File: config.mk
export PLATFORM = sky130hd
export DESIGN_NAME = cam_top
export DESIGN_NICKNAME = d
export VERILOG_FILES = /design/src/rtl/cam_dma_pkg.sv /design/src/rtl/cam_video_pkg.sv /design/src/rtl/cam_fifo_rd_if.sv /design/src/rtl/cam_capture_ctrl.sv /design/src/rtl/cam_dma_fifo.sv /design/src/rtl/cam_dma_writer.sv /design/src/rtl/cam_pixel_pack.sv /design/src/rtl/cam_stats.sv /design/src/rtl/cam_top.sv
export SDC_FILE = /design/constraint.sdc
export NUM_CORES = 2
export LEC_CHECK = 0
export BUFFER_PORTS_ARGS = -buffer_cell sky130_fd_sc_hd__buf_2
export CORE_MARGIN = 3
export CORE_UTILIZATION = 55
export CTS_BUF_LIST = sky130_fd_sc_hd__clkbuf_16
export DETAILED_ROUTE_END_ITERATION = 16
export HOLD_SLACK_MARGIN = 0.05
export PLACE_DENSITY = 0.73
export SYNTH_ARGS = -nofsm -noshare
export SYNTH_HDL_FRONTEND = slang
export SYNTH_SLANG_ARGS = --single-unit
File: constraint.sdc
create_clock -name mipi_pclk -period 29 [get_ports mipi_pclk]
set_input_delay 5.8 -clock mipi_pclk [delete_from_list [all_inputs] [get_ports mipi_pclk]]
set_output_delay 5.8 -clock mipi_pclk [all_outputs]
set_load 0.01 [all_outputs]
File: src/rtl/cam_dma_pkg.sv
`default_nettype none

package cam_dma_pkg;

   // Beats per burst, firmware DMA length has to agree
   localparam int DMA_TRANSFER_LENGTH = 16;
   localparam int DMA_COUNT_W         = $clog2(DMA_TRANSFER_LENGTH);

   localparam int FIFO_DEPTH = 32;
   localparam int FIFO_AW    = $clog2(FIFO_DEPTH);

   // Address plus wrap bit
   typedef logic [FIFO_AW:0] fifo_ptr_t;

   typedef logic [DMA_COUNT_W-1:0] dma_count_t;

   // Frame rate window in clocks, short for simulation
   localparam int FPS_WINDOW = 4000;

   typedef logic [31:0] stat_t;

endpackage

`default_nettype wire

File: src/rtl/cam_video_pkg.sv
`default_nettype none

package cam_video_pkg;

   // One 8-bit color sample
   typedef logic [7:0] pix_t;

   // Two samples of one channel, upper byte is the second pixel
   typedef logic [15:0] pix_pair_t;

   // Pixel pair as stored in the DMA FIFO
   // {b1, g1, r1, b0, g0, r0}
   typedef logic [47:0] fifo_word_t;

   // One DMA beat, a zero byte above each 24-bit pixel
   typedef logic [63:0] dma_word_t;

   // Luma weights in 1/256 steps, they sum to 256
   localparam pix_t GRAY_WEIGHT_R = 8'd77;
   localparam pix_t GRAY_WEIGHT_G = 8'd150;
   localparam pix_t GRAY_WEIGHT_B = 8'd29;

endpackage

`default_nettype wire

File: src/rtl/cam_fifo_rd_if.sv
`timescale 1ns/1ps
`default_nettype none

// Read side of the DMA FIFO, head word always on rdata
interface cam_fifo_rd_if;

   logic                     re;
   logic                     rvalid;
   cam_video_pkg::fifo_word_t rdata;
   logic                     empty;

   modport fifo (
      input  re,
      output rvalid,
      output rdata,
      output empty
   );

   modport writer (
      output re,
      input  rvalid,
      input  rdata,
      input  empty
   );

endinterface

`default_nettype wire

File: src/rtl/cam_capture_ctrl.sv
`timescale 1ns/1ps
`default_nettype none

module cam_capture_ctrl (
   input  logic mipi_pclk,
   input  logic rst_n,
   input  logic vsync_i,
   input  logic trigger_capture_frame_i,
   input  logic continuous_capture_frame_i,
   input  logic rgb_gray_i,
   input  logic fifo_wr_i,
   output logic capture_o,
   output logic gray_sel_o,
   output logic vs_fall_o
);

   logic [2:0] trig_sync;
   logic [1:0] cont_sync;
   logic [1:0] gray_sync;
   logic       vsync_q;
   logic       trig_pending;
   logic       trig_rise;
   logic       cont_mode;

   assign trig_rise = trig_sync[1] & ~trig_sync[2];
   assign cont_mode = cont_sync[1];

   assign vs_fall_o  = vsync_q & ~vsync_i;
   assign gray_sel_o = gray_sync[1];

   always_ff @(posedge mipi_pclk) begin
      if (!rst_n) begin
         trig_sync    <= '0;
         cont_sync    <= '0;
         gray_sync    <= '0;
         vsync_q      <= 1'b0;
         trig_pending <= 1'b0;
         capture_o    <= 1'b0;
      end else begin
         trig_sync <= {trig_sync[1:0], trigger_capture_frame_i};
         cont_sync <= {cont_sync[0], continuous_capture_frame_i};
         gray_sync <= {gray_sync[0], rgb_gray_i};
         vsync_q   <= vsync_i;

         // Request holds until the frame actually starts writing
         if (trig_rise) begin
            trig_pending <= 1'b1;
         end else if (fifo_wr_i) begin
            trig_pending <= 1'b0;
         end

         if ((trig_pending | cont_mode) & vs_fall_o) begin
            capture_o <= 1'b1;
         end else if (capture_o & vs_fall_o & ~cont_mode) begin
            capture_o <= 1'b0;
         end
      end
   end

   // A capture window only ever opens on a frame boundary
   a_capture_on_frame_start : assert property (
      @(posedge mipi_pclk) disable iff (!rst_n)
      $rose(capture_o) |-> $past(vs_fall_o)
   );

endmodule

`default_nettype wire

File: src/rtl/cam_dma_fifo.sv
`timescale 1ns/1ps
`default_nettype none

module cam_dma_fifo (
   input  logic                      mipi_pclk,
   input  logic                      rst_n,
   input  logic                      wr_i,
   input  cam_video_pkg::fifo_word_t wdata_i,
   cam_fifo_rd_if.fifo               rd,
   output logic                      overflow_o,
   output logic                      underflow_o
);

   cam_video_pkg::fifo_word_t mem [cam_dma_pkg::FIFO_DEPTH];

   cam_dma_pkg::fifo_ptr_t wr_ptr;
   cam_dma_pkg::fifo_ptr_t rd_ptr;
   cam_dma_pkg::fifo_ptr_t fill;
   logic                   full;
   logic                   empty;
   logic                   do_wr;
   logic                   do_rd;

   assign fill  = wr_ptr - rd_ptr;
   assign full  = (fill == cam_dma_pkg::fifo_ptr_t'(cam_dma_pkg::FIFO_DEPTH));
   assign empty = (wr_ptr == rd_ptr);

   // A word arriving while full is lost
   assign do_wr = wr_i & ~full;
   assign do_rd = rd.re & ~empty;

   assign overflow_o  = wr_i & full;
   assign underflow_o = rd.re & empty;

   // Fall-through head
   assign rd.rdata  = mem[rd_ptr[cam_dma_pkg::FIFO_AW-1:0]];
   assign rd.rvalid = ~empty;
   assign rd.empty  = empty;

   always_ff @(posedge mipi_pclk) begin
      if (do_wr) begin
         mem[wr_ptr[cam_dma_pkg::FIFO_AW-1:0]] <= wdata_i;
      end
   end

   always_ff @(posedge mipi_pclk) begin
      if (!rst_n) begin
         wr_ptr <= '0;
         rd_ptr <= '0;
      end else begin
         if (do_wr) begin
            wr_ptr <= wr_ptr + 1'b1;
         end
         if (do_rd) begin
            rd_ptr <= rd_ptr + 1'b1;
         end
      end
   end

   a_fill_in_range : assert property (
      @(posedge mipi_pclk) disable iff (!rst_n)
      fill <= cam_dma_pkg::fifo_ptr_t'(cam_dma_pkg::FIFO_DEPTH)
   );

endmodule

`default_nettype wire

File: src/rtl/cam_dma_writer.sv
`timescale 1ns/1ps
`default_nettype none

module cam_dma_writer (
   input  logic                     mipi_pclk,
   input  logic                     rst_n,
   input  logic                     init_done_i,
   cam_fifo_rd_if.writer            rd,
   input  logic                     wready_i,
   output logic                     wvalid_o,
   output logic                     wlast_o,
   output logic                     dma_write_o,
   output cam_video_pkg::dma_word_t wdata_o
);

   localparam cam_dma_pkg::dma_count_t LAST_BEAT =
      cam_dma_pkg::dma_count_t'(cam_dma_pkg::DMA_TRANSFER_LENGTH - 1);

   logic [2:0]             init_sync;
   logic                   init_rise;
   cam_dma_pkg::dma_count_t beat_cnt;

   assign init_rise = init_sync[1] & ~init_sync[2];

   assign rd.re    = dma_write_o & wready_i & ~rd.empty;
   assign wvalid_o = rd.re & rd.rvalid;
   assign wlast_o  = wvalid_o & (beat_cnt == LAST_BEAT);

   // Pad each 24-bit pixel to 32 bits
   assign wdata_o = {8'd0, rd.rdata[47:24], 8'd0, rd.rdata[23:0]};

   always_ff @(posedge mipi_pclk) begin
      if (!rst_n) begin
         init_sync   <= '0;
         dma_write_o <= 1'b0;
         beat_cnt    <= '0;
      end else begin
         init_sync <= {init_sync[1:0], init_done_i};

         // One burst per init done edge
         if (init_rise) begin
            dma_write_o <= 1'b1;
         end else if (wlast_o) begin
            dma_write_o <= 1'b0;
         end

         if (wlast_o) begin
            beat_cnt <= '0;
         end else if (wvalid_o) begin
            beat_cnt <= beat_cnt + 1'b1;
         end
      end
   end

   a_last_ends_burst : assert property (
      @(posedge mipi_pclk) disable iff (!rst_n)
      wlast_o |-> wvalid_o ##1 (beat_cnt == '0)
   );

endmodule

`default_nettype wire

File: src/rtl/cam_pixel_pack.sv
`timescale 1ns/1ps
`default_nettype none

module cam_pixel_pack (
   input  logic                      valid_i,
   input  cam_video_pkg::pix_pair_t  r_i,
   input  cam_video_pkg::pix_pair_t  g_i,
   input  cam_video_pkg::pix_pair_t  b_i,
   input  logic                      capture_i,
   input  logic                      gray_sel_i,
   output logic                      fifo_wr_o,
   output cam_video_pkg::fifo_word_t fifo_wdata_o
);

   cam_video_pkg::pix_t gray0;
   cam_video_pkg::pix_t gray1;

   function automatic cam_video_pkg::pix_t to_gray(
      input cam_video_pkg::pix_t r,
      input cam_video_pkg::pix_t g,
      input cam_video_pkg::pix_t b
   );
      logic [15:0] acc;
      acc = {8'd0, r} * cam_video_pkg::GRAY_WEIGHT_R
          + {8'd0, g} * cam_video_pkg::GRAY_WEIGHT_G
          + {8'd0, b} * cam_video_pkg::GRAY_WEIGHT_B;
      return acc[15:8];
   endfunction

   assign gray0 = to_gray(r_i[7:0], g_i[7:0], b_i[7:0]);
   assign gray1 = to_gray(r_i[15:8], g_i[15:8], b_i[15:8]);

   assign fifo_wr_o = capture_i & valid_i;

   // Pixel 1 in the upper half, BGR order within a pixel
   assign fifo_wdata_o = gray_sel_i ?
      {gray1, gray1, gray1, gray0, gray0, gray0} :
      {b_i[15:8], g_i[15:8], r_i[15:8], b_i[7:0], g_i[7:0], r_i[7:0]};

endmodule

`default_nettype wire

File: src/rtl/cam_stats.sv
`timescale 1ns/1ps
`default_nettype none

module cam_stats (
   input  logic                mipi_pclk,
   input  logic                rst_n,
   input  logic                vs_fall_i,
   input  logic                fifo_wr_i,
   input  logic                dma_beat_i,
   input  logic                overflow_i,
   input  logic                underflow_i,
   output cam_dma_pkg::stat_t  frames_per_second_o,
   output cam_dma_pkg::stat_t  wcount_o,
   output cam_dma_pkg::stat_t  rcount_o,
   output logic                overflow_flag_o,
   output logic                underflow_flag_o
);

   cam_dma_pkg::stat_t timer_cnt;
   cam_dma_pkg::stat_t frame_cnt;
   logic               window_end;

   assign window_end = (timer_cnt == cam_dma_pkg::stat_t'(cam_dma_pkg::FPS_WINDOW));

   always_ff @(posedge mipi_pclk) begin
      if (!rst_n) begin
         overflow_flag_o     <= 1'b0;
         underflow_flag_o    <= 1'b0;
         wcount_o            <= '0;
         rcount_o            <= '0;
         timer_cnt           <= '0;
         frame_cnt           <= '0;
         frames_per_second_o <= '0;
      end else begin
         // Sticky until reset
         overflow_flag_o  <= overflow_flag_o | overflow_i;
         underflow_flag_o <= underflow_flag_o | underflow_i;

         if (fifo_wr_i) begin
            wcount_o <= wcount_o + 1'b1;
         end
         if (dma_beat_i) begin
            rcount_o <= rcount_o + 1'b1;
         end

         // Edge on the last window cycle is not counted
         if (window_end) begin
            timer_cnt           <= '0;
            frame_cnt           <= '0;
            frames_per_second_o <= frame_cnt;
         end else begin
            timer_cnt <= timer_cnt + 1'b1;
            if (vs_fall_i) begin
               frame_cnt <= frame_cnt + 1'b1;
            end
         end
      end
   end

endmodule

`default_nettype wire

File: src/rtl/cam_top.sv
`timescale 1ns/1ps
`default_nettype none

module cam_top (
   input  logic                     mipi_pclk,
   input  logic                     rst_n,
   input  logic                     sim_cam_vsync_i,
   input  logic                     sim_cam_valid_i,
   input  cam_video_pkg::pix_pair_t sim_cam_r_pix_i,
   input  cam_video_pkg::pix_pair_t sim_cam_g_pix_i,
   input  cam_video_pkg::pix_pair_t sim_cam_b_pix_i,
   input  logic                     trigger_capture_frame_i,
   input  logic                     continuous_capture_frame_i,
   input  logic                     rgb_gray_i,
   input  logic                     cam_dma_init_done_i,
   input  logic                     cam_dma_wready_i,
   output logic                     cam_dma_wvalid_o,
   output logic                     cam_dma_wlast_o,
   output cam_video_pkg::dma_word_t cam_dma_wdata_o,
   output cam_dma_pkg::stat_t       frames_per_second_o,
   output logic                     debug_cam_dma_fifo_overflow_o,
   output logic                     debug_cam_dma_fifo_underflow_o,
   output cam_dma_pkg::stat_t       debug_cam_dma_fifo_rcount_o,
   output cam_dma_pkg::stat_t       debug_cam_dma_fifo_wcount_o,
   output logic [31:0]              debug_cam_dma_status_o
);

   logic                      capture;
   logic                      gray_sel;
   logic                      vs_fall;
   logic                      fifo_wr;
   cam_video_pkg::fifo_word_t fifo_wdata;
   logic                      fifo_overflow;
   logic                      fifo_underflow;
   logic                      dma_write;

   cam_fifo_rd_if fifo_rd ();

   cam_capture_ctrl u_capture_ctrl (
      .mipi_pclk                  (mipi_pclk),
      .rst_n                      (rst_n),
      .vsync_i                    (sim_cam_vsync_i),
      .trigger_capture_frame_i    (trigger_capture_frame_i),
      .continuous_capture_frame_i (continuous_capture_frame_i),
      .rgb_gray_i                 (rgb_gray_i),
      .fifo_wr_i                  (fifo_wr),
      .capture_o                  (capture),
      .gray_sel_o                 (gray_sel),
      .vs_fall_o                  (vs_fall)
   );

   cam_pixel_pack u_pixel_pack (
      .valid_i      (sim_cam_valid_i),
      .r_i          (sim_cam_r_pix_i),
      .g_i          (sim_cam_g_pix_i),
      .b_i          (sim_cam_b_pix_i),
      .capture_i    (capture),
      .gray_sel_i   (gray_sel),
      .fifo_wr_o    (fifo_wr),
      .fifo_wdata_o (fifo_wdata)
   );

   cam_dma_fifo u_dma_fifo (
      .mipi_pclk   (mipi_pclk),
      .rst_n       (rst_n),
      .wr_i        (fifo_wr),
      .wdata_i     (fifo_wdata),
      .rd          (fifo_rd.fifo),
      .overflow_o  (fifo_overflow),
      .underflow_o (fifo_underflow)
   );

   cam_dma_writer u_dma_writer (
      .mipi_pclk   (mipi_pclk),
      .rst_n       (rst_n),
      .init_done_i (cam_dma_init_done_i),
      .rd          (fifo_rd.writer),
      .wready_i    (cam_dma_wready_i),
      .wvalid_o    (cam_dma_wvalid_o),
      .wlast_o     (cam_dma_wlast_o),
      .dma_write_o (dma_write),
      .wdata_o     (cam_dma_wdata_o)
   );

   cam_stats u_stats (
      .mipi_pclk           (mipi_pclk),
      .rst_n               (rst_n),
      .vs_fall_i           (vs_fall),
      .fifo_wr_i           (fifo_wr),
      .dma_beat_i          (cam_dma_wvalid_o),
      .overflow_i          (fifo_overflow),
      .underflow_i         (fifo_underflow),
      .frames_per_second_o (frames_per_second_o),
      .wcount_o            (debug_cam_dma_fifo_wcount_o),
      .rcount_o            (debug_cam_dma_fifo_rcount_o),
      .overflow_flag_o     (debug_cam_dma_fifo_overflow_o),
      .underflow_flag_o    (debug_cam_dma_fifo_underflow_o)
   );

   assign debug_cam_dma_status_o = {29'd0, fifo_rd.empty, dma_write, cam_dma_wready_i};

endmodule

`default_nettype wire

Word-level counts from Yosys, hierarchy flattened
Memories as Yosys holds them, arrays and structs flattened. A register that Yosys moved wholly into a read port is not among the register bits.
Index checks and enable logic that the tools add are counted.

word-level totals
  register bits = 192
  bits in writable memories = 1,536
  input port bits = 57
  memories kept = 1

memory list
  name            words  width  rd ports  clocked after memory_dff  write ports  RTL line            text
  u_dma_fifo.mem  32     48     1         1                         1            cam_dma_fifo.sv:14  cam_video_pkg::fifo_word_t mem [cam_dma_pkg::FIFO_DEPTH];

operators by class
  add/subtract/negate cells = 12
  $mul = 6
  eq/ne operators = 4
  mux-type cells = 11
  bitwise operators = 24
  reduce and logical (&&, ||, !) cells = 5

operator list
  kind                   number
  $add 32x1->32 const B  4
  $mul 8x7->15 const B   4
  $mux 48                1
  $add 15x16->16         2
  $add 16x13->16         2
  $eq 32x12->1 const B   1
  $mul 8x5->13 const B   2
  $and 1x1->1            14
  $add 6x1->6 const B    2
  $mux 5                 2
  $mux 1                 8
  $not 1->1              7
  $eq 6x6->1             1
  $eq 6x6->1 const B     1
  $reduce_bool 2->1      3
  $sub 6x6->6            1
  $add 4x1->4 const B    1
  $eq 4x4->1 const B     1
  $reduce_or 2->1        2
  $or 1x1->1             3

Depth between registers and ports, before layout
  depth in word-level cells = 7
  mapped depth = 27

Cells and area by module
From an unflattened synthesis, not the netlist that was laid out.

unflattened totals
  cells, all modules = 4,108
  area, all modules = 74,621.6 um^2

by module, submodules not included
  module            times used  cells an instance  area each (um^2)  seq. area each (um^2)
  cam_dma_fifo      1           2,340              59,183.0          46,464.6
  cam_stats         1           866                7,347.0           3,243.1
  cam_pixel_pack    1           743                6,707.7           0.0
  cam_dma_writer    1           102                840.8             160.2
  cam_capture_ctrl  1           24                 299.0             200.2
  cam_top           1           33                 244.0             0.0

Least setup slack after synthesis
No wires, ideal clock.

  kind = input-to-reg
  from = input sim_cam_g_pix_i[12]
  to = memory u_dma_fifo.mem[0][44] in the netlist's numbering (data pin)
  library setup time = 0.465 ns
  data arrival time = 12.593 ns
  slack = 15.942 ns
  stages = 23
  path buffers = 0
  cell sequence = ha_1 > ha_1 > inv_1 > fa_1 > fa_1 > inv_1 > ha_1 > xnor2_1 > fa_1 > fa_1 > inv_1 > fa_1 > fa_1 > inv_1 > ha_1 > a21o_1 > a21oi_1 > o21ai_1 > or3_1 > nand2_1 > xor2_1 > nand2_1 > a21boi_0

between the ends
  word-level cells in the longest chain between the ends = 4

ends and longest elaborated chain
  what                RTL line              text
  start, declared     cam_top.sv:10         input cam_video_pkg::pix_pair_t sim_cam_g_pix_i,
  $mul 8x7->15        cam_pixel_pack.sv:25  + {8'd0, g} * cam_video_pkg::GRAY_WEIGHT_G
  $add 15x16->16      cam_pixel_pack.sv:25
  $add 16x13->16      cam_pixel_pack.sv:26  + {8'd0, b} * cam_video_pkg::GRAY_WEIGHT_B;
  $mux 48             cam_pixel_pack.sv:36  assign fifo_wdata_o = gray_sel_i ?
  net fifo_wdata[44]  cam_top.sv:32         cam_video_pkg::fifo_word_t fifo_wdata;
  end, declared       cam_dma_fifo.sv:14

The timed path passes the listed nets, and every way through them passes these cells.

Final worst setup path
  from = input cam_dma_wready_i
  to = output cam_dma_wlast_o

between the ends
  word-level cells in the longest chain between the ends = 4

ends and longest elaborated chain
  what                      RTL line              text
  start, declared           cam_top.sv:16         input logic cam_dma_wready_i,
  $and 1x1->1 (2 in a row)  cam_dma_writer.sv:25  assign rd.re = dma_write_o & wready_i & ~rd.empty;
  $and 1x1->1               cam_dma_writer.sv:26  assign wvalid_o = rd.re & rd.rvalid;
  $and 1x1->1               cam_dma_writer.sv:27  assign wlast_o = wvalid_o & (beat_cnt == LAST_BEAT);
  end, declared             cam_top.sv:18         output logic cam_dma_wlast_o,

Every way passes these cells.

==> metrics.cfg <==
[global_route]
antenna_found_initial = 6
grt.overflow.total = 0
met1_usage = 0.380
grt_pass1_wl_um = 262000
grt_max_degree = 161
grt_usage = 0.265
grt_pass1_vias = 38600
grt_util_met2 = 0.421
met3_usage = 0.0490
grt_busiest_layer = met2

[power]
pwr_density_cell_nw_per_um2 = 80.5
p_leak_nw = 27.5
finalPower_mw = 6.59
ir_worst_vdd_uv = 94.4

[detailed_routing]
via_per_inst = 6.25
dr.pass1.iters = 8
vias = 38100
wl_per_cell_um = 29.3
antenna_left = 0
drt_drc_violations_left = 0
drt_iter0_markers = 4656
totalWireLength_um = 179000

[setup_path]
worstSetupStartpointType = input port
crit_type = input port to primary output
crit_fanout = 19
worstPathArrival_ps = 7060
cp.required_ps = 23200
worst_setup_path_end_kind = primary output

[logic_synthesis]
synth_warnings = 0
synth-edff-count = 1536
syn_inst = 3910
synth.distinct_cells = 60
ys_ff_latch = 1733
avgSynthCellArea_um2 = 18.8
syn_area_um2 = 73300
synth_ff_type = edfxtp_1
async_flop_share = 0
yosysSeqAreaShare = 0.683

[cts]
postCtsHoldBufs = 0
cts_tree = done
postCtsResizedCells = 0
clk_pin_slew_worst_paths_ps = 60
root_buffer = clkbuf_16
cts.sinks = 1733
postCtsSetupBuffers = 0
clkLatencyLatePin_ps = 780
cts_buffer_depth = 3
numCtsBuffers = 169
htreeDepth = 4

[floorplan]
start_util = 0.556
coreArea_um2 = 132000
die_w_um = 371
chipHeight_um = 371
die-area_um2 = 138000
rows = 133
ios = 253

[timing]
drv_slew = 0
worst-slew-pin-transition_ps = 1330
setup_tns_ps = 0
holdWs_ps = 440
setup_viol = 0
hold_viol = 0
max_freq_ghz = 0.0777
slew_headroom = 0.116
finalCritPeriodShare = 0.444
period_needed_ps = 12860
rsz0062_at_grt = false
finClkSkew_ps = 22.8

[finish]
layout_common_cells = edfxtp_1 (1536), mux4_2 (480), inv_1 (273), buf_2 (207), nor2_1 (196)
syn2layout_area_growth_pct = 11.6
fillers = 9100
drive_above_1_share = 0.257
final_common_cell = edfxtp_1
num-nets-final = 4553

[job]
drv_cap = 0

[placement]
post-dp-hpwl_um = 94800
gp_congestion = 0.826
port_buffers = 207

[hold_path]
hp-class = register to register

[status]
status = completed

[per-layer routing]
| layer | routed length [um] | vias up |
|---|---|---|
| met3 | 17500 | 287 |
| met4 | 4770 | 4 |
| met1 | 69700 | 20000 |
| li1 | - | 15800 |
| met2 | 86700 | 2011 |
| met5 | 21 | - |
[worst max-delay path, cell delays in order]
cell,delay (ps)
buf_2,90
o311a_1,670
nand4_1,260
inv_1,100
buf_2,140
[cell families (layout without fill, tap and decap cells)]
| kind of cell | count (synthesis) | after routing | share of synthesized area |
|---|---|---|---|
| muxes | 566 | 566 | 0.160 |
| and+or+nand+nor | 538 | 538 | 0.0353 |
| other | 1 | 47 | 0.0000511 |
| DFF | 1733 | 1733 | 0.683 |
| AOI/OAI and AO/OA | 197 | 197 | 0.0157 |
| buffers and inverters | 439 | 827 | 0.0276 |
| adders and majority gates | 294 | 294 | 0.0614 |
| xor gates and xnor gates | 142 | 142 | 0.0170 |
[flip-flops by register name (all words and copies together) (netlist names), 2 cells and up, named ones only]
signal / count
u_capture_ctrl.gray_sync: 2
u_stats.frames_per_second_o: 32
u_stats.wcount_o: 32
u_dma_fifo.mem: 1536
u_dma_writer.beat_cnt: 4
u_dma_fifo.wr_ptr: 6
u_dma_writer.init_sync: 3
u_stats.timer_cnt: 32
u_dma_fifo.rd_ptr: 6
u_capture_ctrl.trig_sync: 3
u_stats.rcount_o: 32
u_capture_ctrl.cont_sync: 2
u_stats.frame_cnt: 32
[metrics by stage]
stage	std cells	setup WS [ps]	area (um^2)	utilization
finish	6099	16140	81900	0.620
global placement	5786	15630	76500	0.580
global route	6098	15700	81900	0.620
detailed placement	5786	15500	76500	0.580
floorplan	3954	15940	73500	-
CTS	6097	16150	81800	0.620
[where the power goes]
part           switching (mW)  internal, mW
Combinational           0.914         0.467
Clock                   0.921          1.20
Sequential            0.00234          3.09
Total                    1.84          4.75
[Yosys cell counts, types with 2 or more instances]
library cell,count,share of area
dfxtp_1,197,0.054
o31ai_1,3,0.00031
nor3_1,13,0.00089
xnor2_1,47,0.0056
and2_1,17,0.0015
a21oi_1,52,0.0035
and4_1,5,0.00060
mux2_2,48,0.0074
nand3_1,48,0.0033
xor2_1,95,0.011
fa_1,110,0.030
or2_2,3,0.00026
edfxtp_1,1536,0.63
nor2_1,197,0.010
a21boi_0,5,0.00051
mux2i_1,38,0.0052
o21a_1,16,0.0016
and3_1,52,0.0044
ha_1,184,0.031
o21ai_1,3,0.00020
mux4_2,480,0.15
nand4_1,28,0.0024
nor4_1,8,0.00068
o211ai_1,4,0.00041
a211oi_1,5,0.00051
a211o_1,2,0.00024
o2111ai_1,3,0.00036
buf_1,6,0.00031
buf_4,74,0.0076
o21ai_0,81,0.0055
buf_6,10,0.0015
nor4b_2,2,0.00041
nor3b_1,5,0.00051
nand2_1,103,0.0053
clkbuf_1,95,0.0049
a21o_1,13,0.0013
nor2b_1,13,0.0011
nand2b_1,6,0.00051
inv_1,232,0.012
buf_2,20,0.0014
or3_1,31,0.0026
o22ai_1,2,0.00017
[path summary, 6_finish.rpt]
path                            cells after the start                   startpoint  slack (ps)                           to
worst max-delay path                                5             cam_dma_wready_i       16140              cam_dma_wlast_o
worst min-delay path                                1  u_capture_ctrl.gray_sync[0]         440  u_capture_ctrl.gray_sync[1]
worst max register to register                      8         u_dma_fifo.wr_ptr[2]       24630         u_dma_fifo.mem[3][3]
worst min register to register                      1  u_capture_ctrl.gray_sync[0]         440  u_capture_ctrl.gray_sync[1]
[cell type report]
class	count	area [um^2]	area share
clock inverters	140	1080	0.0132
multi-input cells	1782	21700	0.265
well taps	1755	2200	0.0268
repair buffers	282	1640	0.0200
flip-flops and latches	1733	50100	0.612
clock buffers	171	4280	0.0523
inverters	234	880	0.0107
diodes	2	5.00	0.0000611
Power figures use the tool's default switching activity.
